`src/design/bp_pkg.sv`:
```
`default_nettype none

package bp_pkg;

  // two slots per fetch pair, one aligned 8-byte word
  localparam int num_super = 2;

  typedef logic [63:0] addr_t;
  typedef logic [31:0] inst_t;
  typedef logic [5:0]  opcode_t;  // alpha opcode, inst bits 31..26

  // conditional branches
  localparam opcode_t op_blbc = 6'h38;
  localparam opcode_t op_beq  = 6'h39;
  localparam opcode_t op_blt  = 6'h3A;
  localparam opcode_t op_ble  = 6'h3B;
  localparam opcode_t op_blbs = 6'h3C;
  localparam opcode_t op_bne  = 6'h3D;
  localparam opcode_t op_bge  = 6'h3E;
  localparam opcode_t op_bgt  = 6'h3F;

  // unconditional branches
  localparam opcode_t op_br      = 6'h30;
  localparam opcode_t op_bsr     = 6'h34;
  localparam opcode_t op_jsr_grp = 6'h1A;  // jmp, jsr, ret, jsr_coroutine

  // 2-bit saturating counter, msb set means predict taken
  typedef logic [1:0] ctr_t;

  localparam ctr_t  bht_reset_ctr    = 2'b01;  // weakly not taken
  localparam addr_t btb_reset_target = 64'h0;

  // valid bits from the fetch side
  typedef struct packed {
    logic [num_super-1:0] inst_valid;
  } fetch_in_t;

  // resolved branches from execute
  typedef struct packed {
    logic  [num_super-1:0] is_branch;  // one-cycle training pulse per slot
    logic  [num_super-1:0] taken;
    addr_t [num_super-1:0] npc;
    addr_t [num_super-1:0] target;
    logic                  select;     // slot that mispredicted
  } resolve_t;

  // prediction back to fetch
  typedef struct packed {
    logic  [num_super-1:0] take_branch;
    logic  [num_super-1:0] inst_valid;
    addr_t                 target;
  } predict_t;

  function automatic opcode_t opcode_of(inst_t word);
    return word[31:26];
  endfunction

endpackage

`default_nettype wire

```
`src/design/fetch_pc_gen.sv`:
```
`default_nettype none

module fetch_pc_gen
  import bp_pkg::*;
#(
  parameter addr_t reset_pc = 64'h0
) (
  input  logic                  clock,
  input  logic                  reset,
  input  logic                  stall,
  input  logic                  rollback,
  input  predict_t              predict,
  output addr_t                 fetch_pc,
  output addr_t [num_super-1:0] npc
);

  addr_t next_pc;

  // next-pc of each slot in the pair
  assign npc[0] = fetch_pc + 64'd4;
  assign npc[1] = fetch_pc + 64'd8;

  // any taken slot redirects, else step to the next pair
  assign next_pc = (|predict.take_branch) ? predict.target : npc[1];

  always_ff @(posedge clock) begin
    if (reset) begin
      fetch_pc <= reset_pc;
    end else if (rollback || !stall) begin  // rollback beats stall
      fetch_pc <= next_pc;
    end
  end

  // targets from both the btb and execute must stay pair aligned
  assert property (@(posedge clock) disable iff (reset) fetch_pc[2:0] == 3'b000)
    else $error("fetch_pc %h not aligned to a fetch pair", fetch_pc);

endmodule

`default_nettype wire

```
`config.mk`:
```
export PLATFORM = sky130hd
export DESIGN_NAME = fetch_pc_gen
export DESIGN_NICKNAME = d
export VERILOG_FILES = /design/src/design/bp_pkg.sv /design/src/design/fetch_pc_gen.sv
export SDC_FILE = /design/constraint.sdc
export NUM_CORES = 1
export LEC_CHECK = 0
export BUFFER_PORTS_ARGS = -buffer_cell sky130_fd_sc_hd__buf_2
export CORE_MARGIN = 2
export CORE_UTILIZATION = 49
export CTS_CLUSTER_SIZE = 30
export DETAILED_ROUTE_END_ITERATION = 10
export PLACE_DENSITY = 0.82
export SKIP_LAST_GASP = 1
export SLEW_MARGIN = 10
export SYNTH_ARGS = -nofsm -noshare
export SYNTH_HDL_FRONTEND = slang
export SYNTH_SLANG_ARGS = --single-unit
```
`constraint.sdc`:
```
create_clock -name clock -period 4 [get_ports clock]
set_clock_uncertainty 0.15 [all_clocks]
set_input_delay 0.8 -clock clock [delete_from_list [all_inputs] [get_ports clock]]
set_output_delay 0.8 -clock clock [all_outputs]
set_load 0.05 [all_outputs]
```
* Word level (Yosys, flattened, before mapping) *
Cells that the tools add are included.

word-level totals
  output and inout port bits = 192
  input bits = 72
  logic and storage cells = 7
  flip-flop bits (word level) = 64

operators by class
  reductions and logical operators = 3
  multiplexer cells = 1
  add/subtract/negate cells = 2

operator list
  operator               count
  $add 64x3->64 const B  1
  $add 64x4->64 const B  1
  $mux 64                1
  $reduce_or 2->1        1
  $logic_not 1->1        1
  $logic_or 1x1->1       1

* Logic depth before layout (Yosys ltp) *
  depth in word-level cells = 2
  depth in mapped cells = 10
  mapped depth without buffers = 7

* Worst setup path before layout *
Ideal clock, no wire load.

  path type = flip-flop to output port
  start point = reg fetch_pc[4]
  end point = out npc[41] in the netlist's numbering
  required time = 3050 ps
  path slack = -498 ps
  cell stages (with the launch flop) = 10
  arrival = 3548 ps
  path buffers = 2
  cell sequence = dfxtp_1 ha_1 buf_4 nand4_1 or4_4 buf_6 or4_4 nor3_2 nand2_1 xnor2_1

RTL lines
  item                    RTL line            source
  from (decl)             fetch_pc_gen.sv:13  output addr_t fetch_pc,
  from (signal assigned)  fetch_pc_gen.sv:28  fetch_pc <= reset_pc;
  from (signal assigned)  fetch_pc_gen.sv:30  fetch_pc <= next_pc;
  to (decl)               fetch_pc_gen.sv:14  output addr_t [num_super-1:0] npc

==> flow_metrics.tcl <==
set metrics [dict create \
    whs_ns 0.327 \
    tritoncts "built" \
    synthArstFlopShare_pct 0 \
    ys_seq_area_share_pct 21.1 \
    maxCapViolCount 0 \
    finalMaxSlewViolations 0 \
    min_path_type "reg -> reg" \
    boundaryPins 264 \
    area_growth_pct 34.3 \
    postRouteAntennaNets 0 \
    overflow 0 \
    gr-usage-met1_pct 42.8 \
    crit_type "reg -> out" \
    p_switching_mw 1.16 \
    period_needed_ns 3.84 \
    cp-start-kind "register" \
    synth_warnings 0 \
    dpl_cell_area_um2 7740 \
    max-slew-margin-rel_pct 26.6 \
    drt_iter0_drc 942 \
    fp.dieH_um 115 \
    antenna_found_initial 1 \
    cp.required_ns 3.05 \
    layout-drive-gt1-share_pct 36.7 \
    p_int_mw 1.46 \
    final_cell_mix "254 x buf_2, 108 x nand2_1, 79 x nor2_1" \
    fin_area_um2 8160 \
    cts_buffers 9 \
    dp.cells 1247 \
    dp_slack_ns 0.315 \
    r2r_cells 6 \
    vias 7691 \
    viasPerCell 6.06 \
    die_width_um 115 \
    holdBufCountCts 0 \
    synth_area_per_cell_um2 7.11 \
    ys_types 62 \
    initial_core_util_pct 50.4 \
    wirelength_mm 24.0 \
    final.period_utilization_pct 95.9 \
    cts-root-buf "clkbuf_16" \
    clkSlewWorstSetupHoldPaths_ns 0.06 \
    clkLatencyLatePin_ns 0.33 \
    dr.pass1.iters 5 \
    ys.flop_type "dfxtp_1" \
    grt_use_total_pct 34.5 \
    final_common_cell "buf_2" \
    reg2reg_from "fetch_pc[9]" \
    grt_first_pass_wirelength_mm 36.2 \
    peakVddDrop_v 0.000158 \
    seqPwrFrac_pct 29.4 \
    p_leak_nw 3.80 \
    synthCells 855 \
    regMostFlops "fetch_pc" \
    final_util_pct 67.7 \
    synth-edff-count 0 \
    grt.met2_usage_pct 57.2 \
    cp-end-kind "output port" \
    worstPathArrival_ns 2.89 \
    n_fill_cell 1075 \
    hold_depth 2 \
    avgRoutedWirePerCell_um 18.9 \
    design.core.area_um2 12100 \
    min-delay-start "fetch_pc[1]" \
    top_regs "fetch_pc (64)" \
    p_clk_share_pct 31.2 \
    finalSetupViolations 0 \
    outcome "finished, final reports clean" \
    worst_slack_ns 0.163 \
    hold_viol_final 0 \
    drc 0 \
    cts.path.max_buffers 2 \
    synth_area_um2 6080 \
    ys_ff_latch 64 \
    holdPathEnd "fetch_pc[1]" \
    portBuffers 261 \
    grt_busiest_layer "met2" \
    r2r-end "fetch_pc[39]" \
    dieArea_um2 13300 \
    fmax_ghz 0.261 \
    worst_pin_slew_ns 1.10 \
    switching_share_pct 44.2 \
    dp.final_hpwl_mm 17.8 \
    gp_congestion 0.958 \
    largest_reg_flops 64 \
    fin_nets 1170 \
    fin_cells 1270 \
    p_per_area_nw_per_um2 320 \
    cp_max_fo 9 \
    r2r_slack_ns 1.09 \
    clock-sinks 64 \
    grt_use_met3_pct 6.91 \
    placementRows 40 \
    syn-num-nets 929 \
    grt_max_degree 94 \
    power_frac_comb_pct 39.4 \
    htree_levels 3 \
    grt_pass1_vias 6971 \
]
## how the worst max path moves through the flow
stage | start | end | slack (ns) | cells past startpoint
after floorplan | fetch_pc[31] | npc[51] | -0.13 | 7
after global placement | fetch_pc[11] | npc[105] | 0.36 | 7
after detailed placement | fetch_pc[4] | npc[37] | 0.32 | 8
after CTS | fetch_pc[9] | npc[127] | 0.01 | 7
after global routing | fetch_pc[4] | npc[61] | -0.004 | 9
final | fetch_pc[9] | npc[61] | 0.16 | 8
## power groups by stage
| stage | registers [mW] | logic, mW | clock network, mW |
|---|---|---|---|
| final | 0.768 | 1.03 | 0.815 |
| after global routing | 0.776 | 1.08 | 0.839 |
| after CTS | 0.766 | 1.02 | 0.810 |
| after detailed placement | 0.779 | 1.02 | 0 |
| after global placement | 0.777 | 1.01 | 0 |
| after floorplan | 0.892 | 0.670 | 0 |
## cell usage after synthesis (6+ instances only)
library cell / instances / area, um^2
a21o_1: 7 / 52.6
a21oi_1: 45 / 225
a22oi_1: 22 / 165
a31oi_1: 8 / 50.1
a32o_1: 10 / 100
and2_1: 6 / 37.5
and3_1: 13 / 81.3
and4_1: 8 / 70.1
buf_4: 10 / 75.1
buf_6: 16 / 180
clkbuf_1: 59 / 221
dfxtp_1: 64 / 1280
inv_1: 18 / 67.6
nand2_1: 108 / 405
nand3_1: 37 / 185
nand4_1: 36 / 225
nor2_1: 81 / 304
nor3_1: 27 / 135
nor4_1: 23 / 144
o21ai_0: 26 / 130
o22ai_1: 7 / 43.8
o31ai_1: 15 / 113
o32ai_1: 6 / 52.6
o41ai_1: 7 / 61.3
or4_1: 7 / 52.6
xnor2_1: 80 / 701
xor2_1: 39 / 342
## cells by family (layout without fill, tap and decap cells)
family                     after synthesis  in the layout  synth area share (%)
AOI/OAI and AO/OA                      176            176                  19.7
xor gates and xnor gates               119            119                  17.2
adders and majority gates                2              2                 0.412
buffers and inverters                  117            363                  10.6
DFF                                     64             64                  21.1
muxes                                    3              3                 0.494
other                                    0              1                     0
and+or+nand+nor                        374            374                  30.5
## worst max-delay path, cell delays in order, from the launching register on
cell and delay (ns):
dfxtp_1 0.49, nand2_2 0.19, or4_4 0.62, nor4_2 0.31, buf_4 0.21, and3_1 0.24, nand2_1 0.11, xnor2_2 0.14
clkbuf_4 0.24
## per-stage QoR
stage	TNS (ns)	power [mW]
2_1_floorplan	-0.271	1.56
3_3_place_gp	0	1.79
3_5_place_dp	0	1.80
4_1_cts	0	2.60
5_1_grt	-0.00422	2.69
6_report	0	2.61
## cell type report
cell class                      count  area (um^2)  area share [%]
Sequential cell                    64         1290            15.9
Clock inverter                      5         56.3           0.690
Timing Repair Buffer              329         1880            23.0
Clock buffer                       11          243            2.97
Tap cell                          168          210            2.58
Inverter                           18         67.6           0.828
Multi-Input combinational cell    674         4410            54.1
Antenna cell                        1         2.50          0.0307
## repair_timing
action / in CTS / in global routing
gates resized for setup: 4 / 11
pin swaps: 1 / 4
endpoints found under the setup margin: 6 / 21
buffers inserted: 0 / 6
## layer usage
layer	routed length [um]	vias up
met5	13	-
met4	914	2
met3	2440	78
met2	11300	528
met1	9320	3566
li1	-	3517
Power figures use the tool's default switching activity.
